===== src/source/panel_bus_pkg.sv =====
`default_nettype none

package panel_bus_pkg;

    ////////////////////
    // Sizes and timing
    localparam int CARD_COUNT       = 4;   // Cards written per command
    localparam int STARTUP_CYCLES   = 100; // Power-up hold length
    localparam int WAIT_UNIT_CYCLES = 22;  // Cycles in one wait unit
    localparam int LINE_MAX         = 32;  // Line buffer depth in bytes
    localparam int CMD_LEN          = 11;  // Command word incl. comma
    localparam int PARAM_BYTES      = 5;   // Address byte plus four data bytes

    ////////////////////
    // Vector types
    typedef logic [7:0] byte_t;       // Character or data byte
    typedef logic [3:0] nibble_t;     // One hex digit
    typedef logic [2:0] bus_addr_t;   // Backplane address
    typedef logic [3:0] card_sel_t;   // One-hot card select
    typedef logic [1:0] card_idx_t;   // Card number 0..3
    typedef logic [2:0] wait_units_t; // Wait length in units
    typedef logic [5:0] line_idx_t;   // Line buffer index

    typedef logic [$clog2(WAIT_UNIT_CYCLES)-1:0] unit_count_t;  // Cycle count inside a unit
    typedef logic [$clog2(STARTUP_CYCLES+1)-1:0] hold_count_t;  // Power-up hold count

    ////////////////////
    // Characters and text
    localparam byte_t        CHAR_CR      = 8'h0D;
    localparam byte_t        CHAR_LF      = 8'h0A;
    localparam byte_t        FAIL_CODE    = 8'h54;          // Code shown in the Failed reply
    localparam logic [87:0]  CMD_WORD     = "pb_i_write,";  // Only accepted command
    localparam logic [63:0]  WRITE_PREFIX = "Write 0x";
    localparam logic [71:0]  FAIL_PREFIX  = "Failed 0x";

    ////////////////////
    // State machines
    typedef enum logic {
        reply_write,
        reply_fail
    } reply_kind_t;

    typedef enum logic [2:0] {
        seq_idle,
        seq_wait,           // Count off wait units, then go to the stored next phase
        seq_assert_address,
        seq_assert_data,
        seq_assert_write,
        seq_release_write,
        seq_release_data,
        seq_done
    } sequencer_state_t;

    typedef enum logic [1:0] {
        tx_idle,
        tx_strobe,
        tx_gap
    } transmit_state_t;

endpackage

`default_nettype wire


===== src/source/command_receiver.sv =====
`timescale 1ns/10ps
`default_nettype none

module command_receiver (
    input  logic                 clock,
    input  logic                 reset,
    input  logic                 enable,      // Low during the power-up hold
    input  logic                 busy,        // Write or reply in progress
    input  panel_bus_pkg::byte_t rx_data,
    input  logic                 rx_valid,
    output logic                 write_start,
    output logic                 reject,
    output panel_bus_pkg::byte_t addr_byte,
    output panel_bus_pkg::byte_t card_data [panel_bus_pkg::CARD_COUNT]
);

    panel_bus_pkg::byte_t     line_buf [panel_bus_pkg::LINE_MAX]; // Current line, no LF or CR
    panel_bus_pkg::line_idx_t line_idx;                           // Next free slot
    panel_bus_pkg::byte_t     decoded  [panel_bus_pkg::PARAM_BYTES];
    logic                     cmd_match;
    logic                     line_end;
    logic                     line_busy;

    // Hex digit to value, anything else reads as F
    function automatic panel_bus_pkg::nibble_t hex_value(input panel_bus_pkg::byte_t c);
        if (c >= 8'h30 && c <= 8'h39) return panel_bus_pkg::nibble_t'(c - 8'h30);       // 0-9
        else if (c >= 8'h61 && c <= 8'h66) return panel_bus_pkg::nibble_t'(c - 8'h57);  // a-f
        else if (c >= 8'h41 && c <= 8'h46) return panel_bus_pkg::nibble_t'(c - 8'h37);  // A-F
        else return 4'hF;
    endfunction

    assign line_end  = enable && rx_valid && (rx_data == panel_bus_pkg::CHAR_LF);
    assign line_busy = busy || write_start || reject; // Own pulse counts as busy too

    ////////////////////
    // Match and decode
    always_comb begin
        cmd_match = (line_idx >= panel_bus_pkg::line_idx_t'(panel_bus_pkg::CMD_LEN)); // Too short never matches
        for (int i = 0; i < panel_bus_pkg::CMD_LEN; i++) begin
            if (line_buf[i] != panel_bus_pkg::CMD_WORD[8*(panel_bus_pkg::CMD_LEN-1-i) +: 8])
                cmd_match = 1'b0;
        end
        for (int p = 0; p < panel_bus_pkg::PARAM_BYTES; p++) begin
            decoded[p] = {hex_value(line_buf[panel_bus_pkg::CMD_LEN + 2*p]),     // High digit first
                          hex_value(line_buf[panel_bus_pkg::CMD_LEN + 2*p + 1])};
        end
    end

    ////////////////////
    // Line buffer
    always_ff @(posedge clock) begin
        if (enable && rx_valid && rx_data != panel_bus_pkg::CHAR_LF &&
            rx_data != panel_bus_pkg::CHAR_CR &&
            line_idx < panel_bus_pkg::line_idx_t'(panel_bus_pkg::LINE_MAX)) begin
            line_buf[line_idx[4:0]] <= rx_data; // Bytes past the 32nd are dropped
        end
    end

    always_ff @(posedge clock) begin
        if (reset) begin
            line_idx    <= '0;
            write_start <= 1'b0;
            reject      <= 1'b0;
        end else begin
            write_start <= 1'b0; // Single-cycle pulses
            reject      <= 1'b0;
            if (line_end) begin
                line_idx <= '0;  // Every LF starts a new line
                if (!line_busy) begin
                    write_start <= cmd_match;
                    reject      <= !cmd_match;
                end
            end else if (enable && rx_valid && rx_data != panel_bus_pkg::CHAR_CR &&
                         line_idx < panel_bus_pkg::line_idx_t'(panel_bus_pkg::LINE_MAX)) begin
                line_idx <= line_idx + 1'b1;
            end
        end
    end

    // Decoded fields, held for the sequencer and the reply
    always_ff @(posedge clock) begin
        if (line_end && !line_busy && cmd_match) begin
            addr_byte <= decoded[0];
            for (int k = 0; k < panel_bus_pkg::CARD_COUNT; k++) begin
                card_data[k] <= decoded[k+1]; // Byte 0 is the address
            end
        end
    end

endmodule

`default_nettype wire


===== src/source/card_write_sequencer.sv =====
`timescale 1ns/10ps
`default_nettype none

module card_write_sequencer (
    input  logic                     clock,
    input  logic                     reset,
    input  logic                     write_start,
    input  panel_bus_pkg::byte_t     addr_byte,
    input  panel_bus_pkg::byte_t     card_data [panel_bus_pkg::CARD_COUNT],
    output logic                     busy,
    output logic                     write_done,
    output panel_bus_pkg::byte_t     bus_data,
    output logic                     bus_drive,
    output panel_bus_pkg::bus_addr_t bus_addr,
    output panel_bus_pkg::card_sel_t card_select,
    output logic                     wr_n
);

    panel_bus_pkg::sequencer_state_t state;
    panel_bus_pkg::sequencer_state_t next_state;  // Phase to resume after a wait
    panel_bus_pkg::unit_count_t      unit_count;  // Cycle inside the current unit
    panel_bus_pkg::wait_units_t      remaining;   // Units left in the wait
    panel_bus_pkg::card_idx_t        card_idx;

    localparam panel_bus_pkg::unit_count_t UNIT_LAST =
        panel_bus_pkg::unit_count_t'(panel_bus_pkg::WAIT_UNIT_CYCLES - 1);

    assign busy       = (state != panel_bus_pkg::seq_idle);
    assign write_done = (state == panel_bus_pkg::seq_done);

    // A phase cycle plus its wait spans exactly units x 22 cycles,
    // so the wait counter starts at 1
    always_ff @(posedge clock) begin
        if (reset) begin
            state       <= panel_bus_pkg::seq_idle;
            next_state  <= panel_bus_pkg::seq_idle;
            unit_count  <= '0;
            remaining   <= '0;
            card_idx    <= '0;
            bus_drive   <= 1'b0;
            bus_addr    <= '0;
            card_select <= '0;
            wr_n        <= 1'b1;
        end else begin
            case (state)
                panel_bus_pkg::seq_idle: begin
                    if (write_start) begin
                        card_idx   <= '0;
                        unit_count <= panel_bus_pkg::unit_count_t'(1);
                        remaining  <= 3'd1;                           // Pre-delay
                        next_state <= panel_bus_pkg::seq_assert_address;
                        state      <= panel_bus_pkg::seq_wait;
                    end
                end
                panel_bus_pkg::seq_wait: begin
                    if (unit_count == UNIT_LAST) begin
                        unit_count <= '0;
                        remaining  <= remaining - 1'b1;
                        if (remaining == 3'd1) state <= next_state;  // Last unit ends
                    end else begin
                        unit_count <= unit_count + 1'b1;
                    end
                end
                panel_bus_pkg::seq_assert_address: begin
                    card_select <= panel_bus_pkg::card_sel_t'(1) << card_idx;
                    bus_addr    <= addr_byte[2:0];                    // Low 3 bits only
                    unit_count  <= panel_bus_pkg::unit_count_t'(1);
                    remaining   <= 3'd4;
                    next_state  <= panel_bus_pkg::seq_assert_data;
                    state       <= panel_bus_pkg::seq_wait;
                end
                panel_bus_pkg::seq_assert_data: begin
                    bus_drive  <= 1'b1;                               // Data on the bus
                    unit_count <= panel_bus_pkg::unit_count_t'(1);
                    remaining  <= 3'd1;
                    next_state <= panel_bus_pkg::seq_assert_write;
                    state      <= panel_bus_pkg::seq_wait;
                end
                panel_bus_pkg::seq_assert_write: begin
                    wr_n       <= 1'b0;                               // Active low strobe
                    unit_count <= panel_bus_pkg::unit_count_t'(1);
                    remaining  <= 3'd2;
                    next_state <= panel_bus_pkg::seq_release_write;
                    state      <= panel_bus_pkg::seq_wait;
                end
                panel_bus_pkg::seq_release_write: begin
                    wr_n       <= 1'b1;
                    unit_count <= panel_bus_pkg::unit_count_t'(1);
                    remaining  <= 3'd2;
                    next_state <= panel_bus_pkg::seq_release_data;
                    state      <= panel_bus_pkg::seq_wait;
                end
                panel_bus_pkg::seq_release_data: begin
                    bus_drive  <= 1'b0;
                    card_idx   <= card_idx + 1'b1;                    // Wraps to 0 after card 3
                    unit_count <= panel_bus_pkg::unit_count_t'(1);
                    remaining  <= 3'd1;
                    next_state <= (card_idx == 2'd3) ? panel_bus_pkg::seq_done
                                                     : panel_bus_pkg::seq_assert_address;
                    state      <= panel_bus_pkg::seq_wait;
                end
                default: begin
                    state <= panel_bus_pkg::seq_idle;                 // Done lasts one cycle
                end
            endcase
        end
    end

    // Data byte for the current card
    always_ff @(posedge clock) begin
        if (state == panel_bus_pkg::seq_assert_data) bus_data <= card_data[card_idx];
    end

endmodule

`default_nettype wire


===== src/source/reply_transmitter.sv =====
`timescale 1ns/10ps
`default_nettype none

module reply_transmitter (
    input  logic                       clock,
    input  logic                       reset,
    input  logic                       send,
    input  panel_bus_pkg::reply_kind_t kind,
    input  panel_bus_pkg::byte_t       code,
    output logic                       reply_busy,
    output panel_bus_pkg::byte_t       tx_data,
    output logic                       tx_valid
);

    panel_bus_pkg::transmit_state_t state;
    panel_bus_pkg::reply_kind_t     kind_q;      // Latched on send
    panel_bus_pkg::byte_t           code_q;
    logic [3:0]                     char_idx;    // Position in the reply
    logic [3:0]                     prefix_len;
    logic [3:0]                     suffix_idx;  // Position after the prefix
    logic                           last_char;

    // Nibble to upper-case hex character
    function automatic panel_bus_pkg::byte_t hex_char(input panel_bus_pkg::nibble_t value);
        if (value < 4'd10) return 8'h30 + 8'(value);
        else return 8'h37 + 8'(value);  // 10 maps to 'A'
    endfunction

    assign prefix_len = (kind_q == panel_bus_pkg::reply_write) ? 4'd8 : 4'd9;
    assign suffix_idx = char_idx - prefix_len;
    assign last_char  = (suffix_idx == 4'd3);  // LF ends the reply

    always_comb begin
        if (char_idx < prefix_len) begin
            if (kind_q == panel_bus_pkg::reply_write)
                tx_data = panel_bus_pkg::WRITE_PREFIX[8*(7 - char_idx) +: 8];
            else
                tx_data = panel_bus_pkg::FAIL_PREFIX[8*(8 - char_idx) +: 8];
        end else begin
            case (suffix_idx)
                4'd0:    tx_data = hex_char(code_q[7:4]);
                4'd1:    tx_data = hex_char(code_q[3:0]);
                4'd2:    tx_data = panel_bus_pkg::CHAR_CR;
                default: tx_data = panel_bus_pkg::CHAR_LF;
            endcase
        end
    end

    assign tx_valid   = (state == panel_bus_pkg::tx_strobe);
    assign reply_busy = (state != panel_bus_pkg::tx_idle);

    always_ff @(posedge clock) begin
        if (reset) begin
            state    <= panel_bus_pkg::tx_idle;
            char_idx <= '0;
        end else begin
            case (state)
                panel_bus_pkg::tx_idle: begin
                    char_idx <= '0;
                    if (send) state <= panel_bus_pkg::tx_strobe;
                end
                panel_bus_pkg::tx_strobe: begin
                    char_idx <= char_idx + 1'b1;
                    state    <= last_char ? panel_bus_pkg::tx_idle : panel_bus_pkg::tx_gap;
                end
                default: state <= panel_bus_pkg::tx_strobe;  // One idle cycle between chars
            endcase
        end
    end

    // Reply contents
    always_ff @(posedge clock) begin
        if (state == panel_bus_pkg::tx_idle && send) begin
            kind_q <= kind;
            code_q <= code;
        end
    end

endmodule

`default_nettype wire


===== src/source/panel_bus_top.sv =====
`timescale 1ns/10ps
`default_nettype none

module panel_bus_top (
    input  logic                     clock,
    input  logic                     reset,
    input  panel_bus_pkg::byte_t     rx_data,
    input  logic                     rx_valid,
    output panel_bus_pkg::byte_t     tx_data,
    output logic                     tx_valid,
    output panel_bus_pkg::byte_t     bus_data,
    output logic                     bus_drive,           // Drive enable for the data pad
    output panel_bus_pkg::bus_addr_t bus_addr,
    output panel_bus_pkg::card_sel_t card_select,
    output logic                     wr_n,
    output logic                     rd_n,
    output logic                     test_address,
    output logic                     lamp_reset,
    output logic                     level_shift_enable
);

    panel_bus_pkg::hold_count_t hold_count;
    logic                       hold_done;
    logic                       write_start;
    logic                       reject;
    logic                       write_done;
    logic                       seq_busy;
    logic                       reply_busy;
    panel_bus_pkg::byte_t       addr_byte;
    panel_bus_pkg::byte_t       card_data [panel_bus_pkg::CARD_COUNT];

    ////////////////////
    // Power-up hold
    assign hold_done = (hold_count == panel_bus_pkg::hold_count_t'(panel_bus_pkg::STARTUP_CYCLES));

    always_ff @(posedge clock) begin
        if (reset) hold_count <= '0;
        else if (!hold_done) hold_count <= hold_count + 1'b1;  // Stops at the end of the hold
    end

    assign lamp_reset         = !hold_done;
    assign level_shift_enable = hold_done;
    assign rd_n               = 1'b1;  // No read cycles
    assign test_address       = 1'b1;

    ////////////////////
    // Blocks
    command_receiver u_receiver (
        .clock       (clock),
        .reset       (reset),
        .enable      (hold_done),
        .busy        (seq_busy || reply_busy),
        .rx_data     (rx_data),
        .rx_valid    (rx_valid),
        .write_start (write_start),
        .reject      (reject),
        .addr_byte   (addr_byte),
        .card_data   (card_data)
    );

    card_write_sequencer u_sequencer (
        .clock       (clock),
        .reset       (reset),
        .write_start (write_start),
        .addr_byte   (addr_byte),
        .card_data   (card_data),
        .busy        (seq_busy),
        .write_done  (write_done),
        .bus_data    (bus_data),
        .bus_drive   (bus_drive),
        .bus_addr    (bus_addr),
        .card_select (card_select),
        .wr_n        (wr_n)
    );

    reply_transmitter u_transmitter (
        .clock      (clock),
        .reset      (reset),
        .send       (write_done || reject),
        .kind       (write_done ? panel_bus_pkg::reply_write : panel_bus_pkg::reply_fail),
        .code       (write_done ? addr_byte : panel_bus_pkg::FAIL_CODE),  // Address echoed on success
        .reply_busy (reply_busy),
        .tx_data    (tx_data),
        .tx_valid   (tx_valid)
    );

endmodule

`default_nettype wire


===== config.mk =====
export PLATFORM = sky130hd
export DESIGN_NAME = panel_bus_top
export DESIGN_NICKNAME = d
export VERILOG_FILES = /design/src/source/panel_bus_pkg.sv /design/src/source/command_receiver.sv /design/src/source/card_write_sequencer.sv /design/src/source/reply_transmitter.sv /design/src/source/panel_bus_top.sv
export SDC_FILE = /design/constraint.sdc
export NUM_CORES = 1
export LEC_CHECK = 0
export ABC_CLOCK_PERIOD_IN_PS = 4900
export BUFFER_PORTS_ARGS = -buffer_cell sky130_fd_sc_hd__buf_2
export CAP_MARGIN = 10
export CORE_MARGIN = 4
export CORE_UTILIZATION = 56
export CTS_CLUSTER_SIZE = 20
export DETAILED_ROUTE_END_ITERATION = 8
export GPL_ROUTABILITY_DRIVEN = 0
export GPL_TIMING_DRIVEN = 0
export PLACE_DENSITY = 0.83
export REMOVE_ABC_BUFFERS = 1
export SLEW_MARGIN = 20
export SYNTH_ARGS = -nofsm -noshare
export SYNTH_HDL_FRONTEND = slang
export SYNTH_HIERARCHICAL = 1
export SYNTH_SLANG_ARGS = --single-unit
export TNS_END_PERCENT = 1

===== constraint.sdc =====
create_clock -name clock -period 4.9 [get_ports clock]
set_clock_uncertainty 0.2 [all_clocks]
set_input_delay 0.49 -clock clock [delete_from_list [all_inputs] [get_ports clock]]
set_output_delay 0.49 -clock clock [all_outputs]
set_load 0.02 [all_outputs]

==> run summary, run 1 <==
Status: finished, final reports clean
Max Clk Rate: 0.254 GHz
Hold Crit Depth: 1
Number of cell rows: 53
Ant diodes: 0
Setup TNS: 0 ns
Syn-to-layout area delta: 10.8%
Clk buf depth: 3
Finished Layout Cells: 1266
First-pass GRT wire length: 36.5 mm
NumNets Final: 1033
Slew @ Worst Pin: 1.14 ns
Netlist cell types: 90
CP Cell Sequence: inv_1 -> ha_1 -> nor2b_2 -> or3_1 -> a21oi_1 -> o21ai_1 -> a311o_1 -> buf_2
CP endpoint kind: primary output
Avg WL per Cell: 17.7 µm
Post-Place Cell Area: 0.0125 mm²
# hold bufs at CTS: 0
Num ports: 41
Via count of the first global-routing pass: 7225
Post-synth top area share: 55.8%
Final setup viols: 0
Final instance area: 0.0134 mm²
DP HPWL: 14.3 mm
CP Class: reg -> out
Critical-path maximum fanout: 16
CTS H-tree lvls: 1
FF-to-FF setup slack: 1.40 ns
Total number of vias: 7421
R2R cell count: 7
Sequential share of the synthesized area: 63.4%
Fin crit share: 80.3%
Clock-pin slew of the registers on the worst-case setup and hold paths: 0.06 ns
Max_cap viols: 0
Num CTS Buffers: 26
Ys flop type: edfxtp_1
Commonest cells in the netlist: 225 x edfxtp_1, 89 x nor2_1, 67 x inv_1
Pins Over Slew Limit: 0
FFs w/ async S/R, synth: 0%
Final wirelength: 22.4 mm
Drt drc: 0
Startpoint Class: register
Root Buffer: clkbuf_16
Chip Height: 155 µm
Starting Density: 57.2%
Core area: 0.0212 mm²
Hold WS: 0.250 ns
Synthesized area per cell: 13.0 µm²
Iter 0 DRT Violations: 748
Slowest stage delay, CP: 0.72 ns
Share of layout cells above drive strength 1: 14.2%
Fin util: 63.4%
Yosys warning count: 6
Post-synth EDFFs: 225
Slew HR: 23.5%
CP required: 4.21 ns
Clk Latency, worst-skew pair: 0.53 ns
CP max-delay cell: dfxtp_1
PwrDens: 339 mW/mm²
Die area: 0.0240 mm²
RSZ-0062 raised after global routing: no
Global route overflow: 0
Placed cell count: 1218
Flops & latches, synth: 271
Post-CTS Setup Bufs: 0
CP Data Arrival Time: 3.24 ns
Pleak: 4.47 nW
Total track usage: 18.6%
Die Width: 155 µm
Count leader, synth: edfxtp_1
Top cells by area, synth: edfxtp_1 56%, dfxtp_1 7.6%, ha_1 5.3%
CTS tree: done
Final Critical Period: 3.93 ns
Clock tree sinks: 271
Largest net degree at the start of global routing: 41
Routed vias/inst: 5.86
Routed Antenna Nets: 0
PortBufs: 37
Post-synth top area cell: edfxtp_1
Cts repair resizes: 0
Initial antenna violation count: 0
Gate Count Post-Synth: 929
Worst hold path class: reg -> reg
DRT Pass-1 Iters: 5
Mapped cell area: 0.0121 mm²
Hold Vio Cnt, Final: 0
Worst VDD drop: 0.000386 V
## cell families after synthesis
family	share of synthesized area (%)
AOI/OAI and AO/OA	10.2
xor gates and xnor gates	0.941
adders and majority gates	5.27
buffers and inverters	3.60
DFF	63.4
muxes	2.03
other	0.0621
and+or+nand+nor	14.5
## through the flow
step | setup WS [ns] | power [mW]
after floorplan | 0.387 | 2.55
after global placement | -1.02 | 2.59
after detailed placement | 1.42 | 2.59
after CTS | 0.982 | 4.59
after global routing | 0.807 | 4.69
final | 0.966 | 4.55
## layout make-up
| class | instances | area [µm²] |
|---|---|---|
| clock buffer | 36 | 728 |
| clock inverter | 12 | 149 |
| fill | 1523 | 7750 |
| inverter | 70 | 277 |
| multi-input combinational | 561 | 4010 |
| sequential | 271 | 7680 |
| tap | 275 | 344 |
| timing repair buffer | 41 | 220 |
## placed cells by master (no fill, tap or decap), drive strengths merged, types with 8 or more instances in the layout
| master | synthesis | final |
|---|---|---|
| ha | 51 | 51 |
| mux4 | 8 | 8 |
| a2111o | 11 | 11 |
| nand4 | 9 | 9 |
| edfxtp | 225 | 225 |
| o22a | 10 | 10 |
| nor3 | 14 | 14 |
| o21bai | 11 | 11 |
| a21oi | 39 | 39 |
| dfxtp | 46 | 46 |
| nand2 | 37 | 37 |
| nor4b | 14 | 14 |
| or3 | 10 | 10 |
| o21ai | 53 | 53 |
| clkinv | 0 | 8 |
| nand2b | 17 | 17 |
| or2 | 16 | 16 |
| clkbuf | 11 | 36 |
| and2 | 8 | 8 |
| buf | 17 | 41 |
| nor2 | 90 | 90 |
| o311ai | 11 | 11 |
| nand3 | 30 | 30 |
| xnor2 | 8 | 8 |
| inv | 69 | 69 |
## final timing paths
check | from | endpoint
worst min-delay path | u_sequencer/next_state[2] | u_sequencer/state[2]
worst max register to register | u_sequencer/state[2] | u_receiver/card_data[29]
worst max-delay path | u_transmitter/char_idx[1] | tx_data[6]
worst min register to register | u_sequencer/next_state[2] | u_sequencer/state[2]
## critical path, delay by kind of cell, from the launching register on
kind	cells	cell delay, ns
flops	1	0.72
fa+ha+maj	1	0.62
compound gates	3	0.58
simple gates	2	0.42
buf+inv	2	0.39
## per-layer routing
layer | share of wire, % | track usage (%)
met4 | 2.1 | 4.63
met5 | 0 | 0
met2 | 50 | 31.8
met1 | 43 | 25.5
met3 | 5.2 | 2.67
## power by group
| group | leakage (nW) | switching [mW] | internal (mW) |
|---|---|---|---|
| combinational | 1.70 | 0.0437 | 0.0101 |
| sequential | 2.34 | 0.00320 | 2.49 |
| clock | 0.433 | 0.808 | 1.20 |
| total | 4.47 | 0.855 | 3.69 |
## state kept, by name, indices dropped and copies added (netlist names)
name / flops
u_receiver/line_buf: 168
u_receiver/card_data: 32
u_receiver/addr_byte: 8
u_sequencer/bus_data: 8
u_transmitter/code_q: 8
hold_count: 7
u_receiver/line_idx: 6
u_sequencer/unit_count: 5
u_sequencer/card_select: 4
u_transmitter/char_idx: 4
u_sequencer/bus_addr: 3
u_sequencer/next_state: 3
u_sequencer/remaining: 3
u_sequencer/state: 3
u_sequencer/card_idx: 2
u_transmitter/state: 2
u_receiver/reject: 1
u_receiver/write_start: 1
u_sequencer/bus_drive: 1
u_sequencer/wr_n: 1
u_transmitter/kind_q: 1
Note: power is estimated with default switching activity, not from simulation.
==> run 2, diff against run 1 <==
--- a/config.mk
+++ b/config.mk
@@ -5,16 +5,16 @@
 export SDC_FILE = /design/constraint.sdc
 export NUM_CORES = 1
 export LEC_CHECK = 0
-export ABC_CLOCK_PERIOD_IN_PS = 4900
+export ABC_CLOCK_PERIOD_IN_PS = 3700
 export BUFFER_PORTS_ARGS = -buffer_cell sky130_fd_sc_hd__buf_2
 export CAP_MARGIN = 10
 export CORE_MARGIN = 4
-export CORE_UTILIZATION = 56
+export CORE_UTILIZATION = 62
 export CTS_CLUSTER_SIZE = 20
 export DETAILED_ROUTE_END_ITERATION = 8
 export GPL_ROUTABILITY_DRIVEN = 0
 export GPL_TIMING_DRIVEN = 0
-export PLACE_DENSITY = 0.83
+export PLACE_DENSITY = 0.87
 export REMOVE_ABC_BUFFERS = 1
 export SLEW_MARGIN = 20
 export SYNTH_ARGS = -nofsm -noshare
==> constraint.sdc (replaced) <==
create_clock -name clock -period 3.7 [get_ports clock]
set_clock_uncertainty 0.2 [all_clocks]
set_input_delay 0.37 -clock clock [delete_from_list [all_inputs] [get_ports clock]]
set_output_delay 0.37 -clock clock [all_outputs]
set_load 0.02 [all_outputs]
==> run 2 against run 1 <==
Against the previous run:
- combinational power grew 36%
- clock-buffer cell count shrank 3
- via count grew 3.2%
- utilization grew 7.3 points
- hold slack lost 0.11 ns
- clock power grew 33%
- global-route usage grew 3.2 points
- flip-flop and latch count is the same
- first-iteration DRC count shrank 8.6%
- critical path type unchanged
- largest cell class unchanged
- largest power group unchanged
==> run summary, run 2 (synthesis results as in run 1) <==
Number of cell rows: 50
Finished Layout Cells: 1252
Die area: 0.0218 mm²
Final setup viols: 0
Startpoint Class: register
Root Buffer: clkbuf_16
CP endpoint kind: primary output
Total number of vias: 7656
NumNets Final: 1034
Worst VDD drop: 0.000484 V
Num ports: 41
Fin crit share: 94.9%
Post-CTS Setup Bufs: 0
DP HPWL: 14.5 mm
First-pass GRT wire length: 38.4 mm
PortBufs: 37
Reg2reg end: u_receiver/line_buf[16][3]
CP Cell Sequence: bufinv_8 -> ha_1 -> ha_1 -> or2_1 -> o21ai_1 -> nand2_1 -> a311oi_1 -> a211o_1 -> buf_2
Avg WL per Cell: 19.2 µm
Most frequent cells in the layout: 225 x edfxtp_1, 89 x nor2_1, 67 x inv_1
Ant diodes: 0
Internal power: 4.88 mW
CP Data Arrival Time: 2.94 ns
R2R cell count: 8
Max Clk Rate: 0.285 GHz
Share of layout cells above drive strength 1: 14.2%
CP Class: reg -> out
Combinational fraction of design power: 1.2%
Most common cell after layout, fill and taps aside: edfxtp_1
Bufs and invs on worst path: 2
Slew @ Worst Pin: 1.04 ns
Slowest stage delay, CP: 0.51 ns
Chip Height: 148 µm
Largest net degree at the start of global routing: 41
Hold Vio Cnt, Final: 0
Iter 0 DRT Violations: 684
Routed vias/inst: 6.12
Clk buf depth: 3
Total track usage: 21.8%
RSZ-0062 raised after global routing: no
DRT Pass-1 Iters: 5
Net Sw Frac: 19.2%
Clock tree sinks: 271
Clock share of power: 44.3%
Fin util: 70.7%
Post-Place Cell Area: 0.0125 mm²
Die Width: 148 µm
Num CTS Buffers: 26
Final instance area: 0.0134 mm²
Max_cap viols: 0
Pins Over Slew Limit: 0
Via count of the first global-routing pass: 7465
Syn-to-layout area delta: 10.7%
Initial antenna violation count: 0
CTS tree: done
Max reg flops: 168
Hold WS: 0.141 ns
Clock-pin slew of the registers on the worst-case setup and hold paths: 0.06 ns
Final wirelength: 24.0 mm
DP Worst Slack: 0.290 ns
Final Worst Setup Slack: 0.189 ns
Hold Crit Depth: 1
CP max-delay cell: dfxtp_2
Drt drc: 0
Critical-path maximum fanout: 15
Worst Hold Endpoint: u_receiver/line_buf[10][4]
Pleak: 4.46 nW
Worst hold path class: in -> reg
CTS H-tree lvls: 1
PwrDens: 451 mW/mm²
Starting Density: 63.8%
Hold path startpoint: rx_data[4]
Final Critical Period: 3.51 ns
Top cell by count, worst path: ha_1
Core area: 0.0190 mm²
CP required: 3.13 ns
Slew HR: 30.3%
Crit path max-delay family: compound AO/OA/AOI/OAI gates
Fillcell total: 1210
Status: finished, final reports clean
Setup TNS: 0 ns
FF-to-FF setup slack: 0.25 ns
Clk Latency, worst-skew pair: 0.54 ns
Seq pwr share: 54.5%
Placed cell count: 1204
Global route overflow: 0
Routed Antenna Nets: 0
FF-to-FF Start: hold_count[0]
Net load switching power: 1.16 mW
Tot Pwr: 6.04 mW
## run 2: cell count changes in the layout (fill, tap and decap cells not counted), moves of 2 or more
cell and change:
dfxtp_2 +2, dfxtp_1 -2, clkbuf_8 -4, clkinvlp_4 +2, clkinv_2 -3, clkinv_1 +3
## run 2: power by group through the flow
| stage | Clock [mW] | Combinational, mW | Sequential (mW) |
|---|---|---|---|
| after floorplan | 0 | 0.0171 | 3.36 |
| after global placement | 0 | 0.0716 | 3.36 |
| after detailed placement | 0 | 0.0734 | 3.36 |
| after CTS | 2.71 | 0.0746 | 3.30 |
| after global routing | 2.87 | 0.0805 | 3.29 |
| final | 2.68 | 0.0732 | 3.30 |
## run 2: worst max path at each step
| stage | startpoint | to | cells past startpoint |
|---|---|---|---|
| after floorplan | u_sequencer/state[2] | u_receiver/addr_byte[0] | 4 |
| after global placement | u_sequencer/state[2] | u_receiver/card_data[12] | 4 |
| after detailed placement | hold_count[0] | u_receiver/line_buf[16][7] | 8 |
| after CTS | u_transmitter/char_idx[0] | tx_data[6] | 8 |
| after global routing | u_transmitter/char_idx[0] | tx_data[0] | 9 |
| final | u_transmitter/char_idx[0] | tx_data[0] | 9 |
## run 2: layout make-up
type,instances,area [µm²],area share (%)
Clock inverter,15,190,1.42
Clock buffer,33,677,5.05
Timing Repair Buffer,42,231,1.73
Inverter,70,277,2.06
Multi-Input combinational cell,561,4010,30.0
Tap cell,260,325,2.43
Sequential cell,271,7680,57.3
## run 2: routing by layer
metal,vias to the layer above,GRT usage [%],share of wire (%)
li1,3566,-,-
met4,0,5.22,1.6
met3,39,3.07,5.5
met1,3788,29.1,41
met2,263,38.4,52
met5,-,0,0
## run 2: timing repair
action                                  in CTS  in global routing
endpoints found under the setup margin       1                  1
gates cloned                                 0                  0
hold buffers                                 0                  0
resized for setup                            2                  1
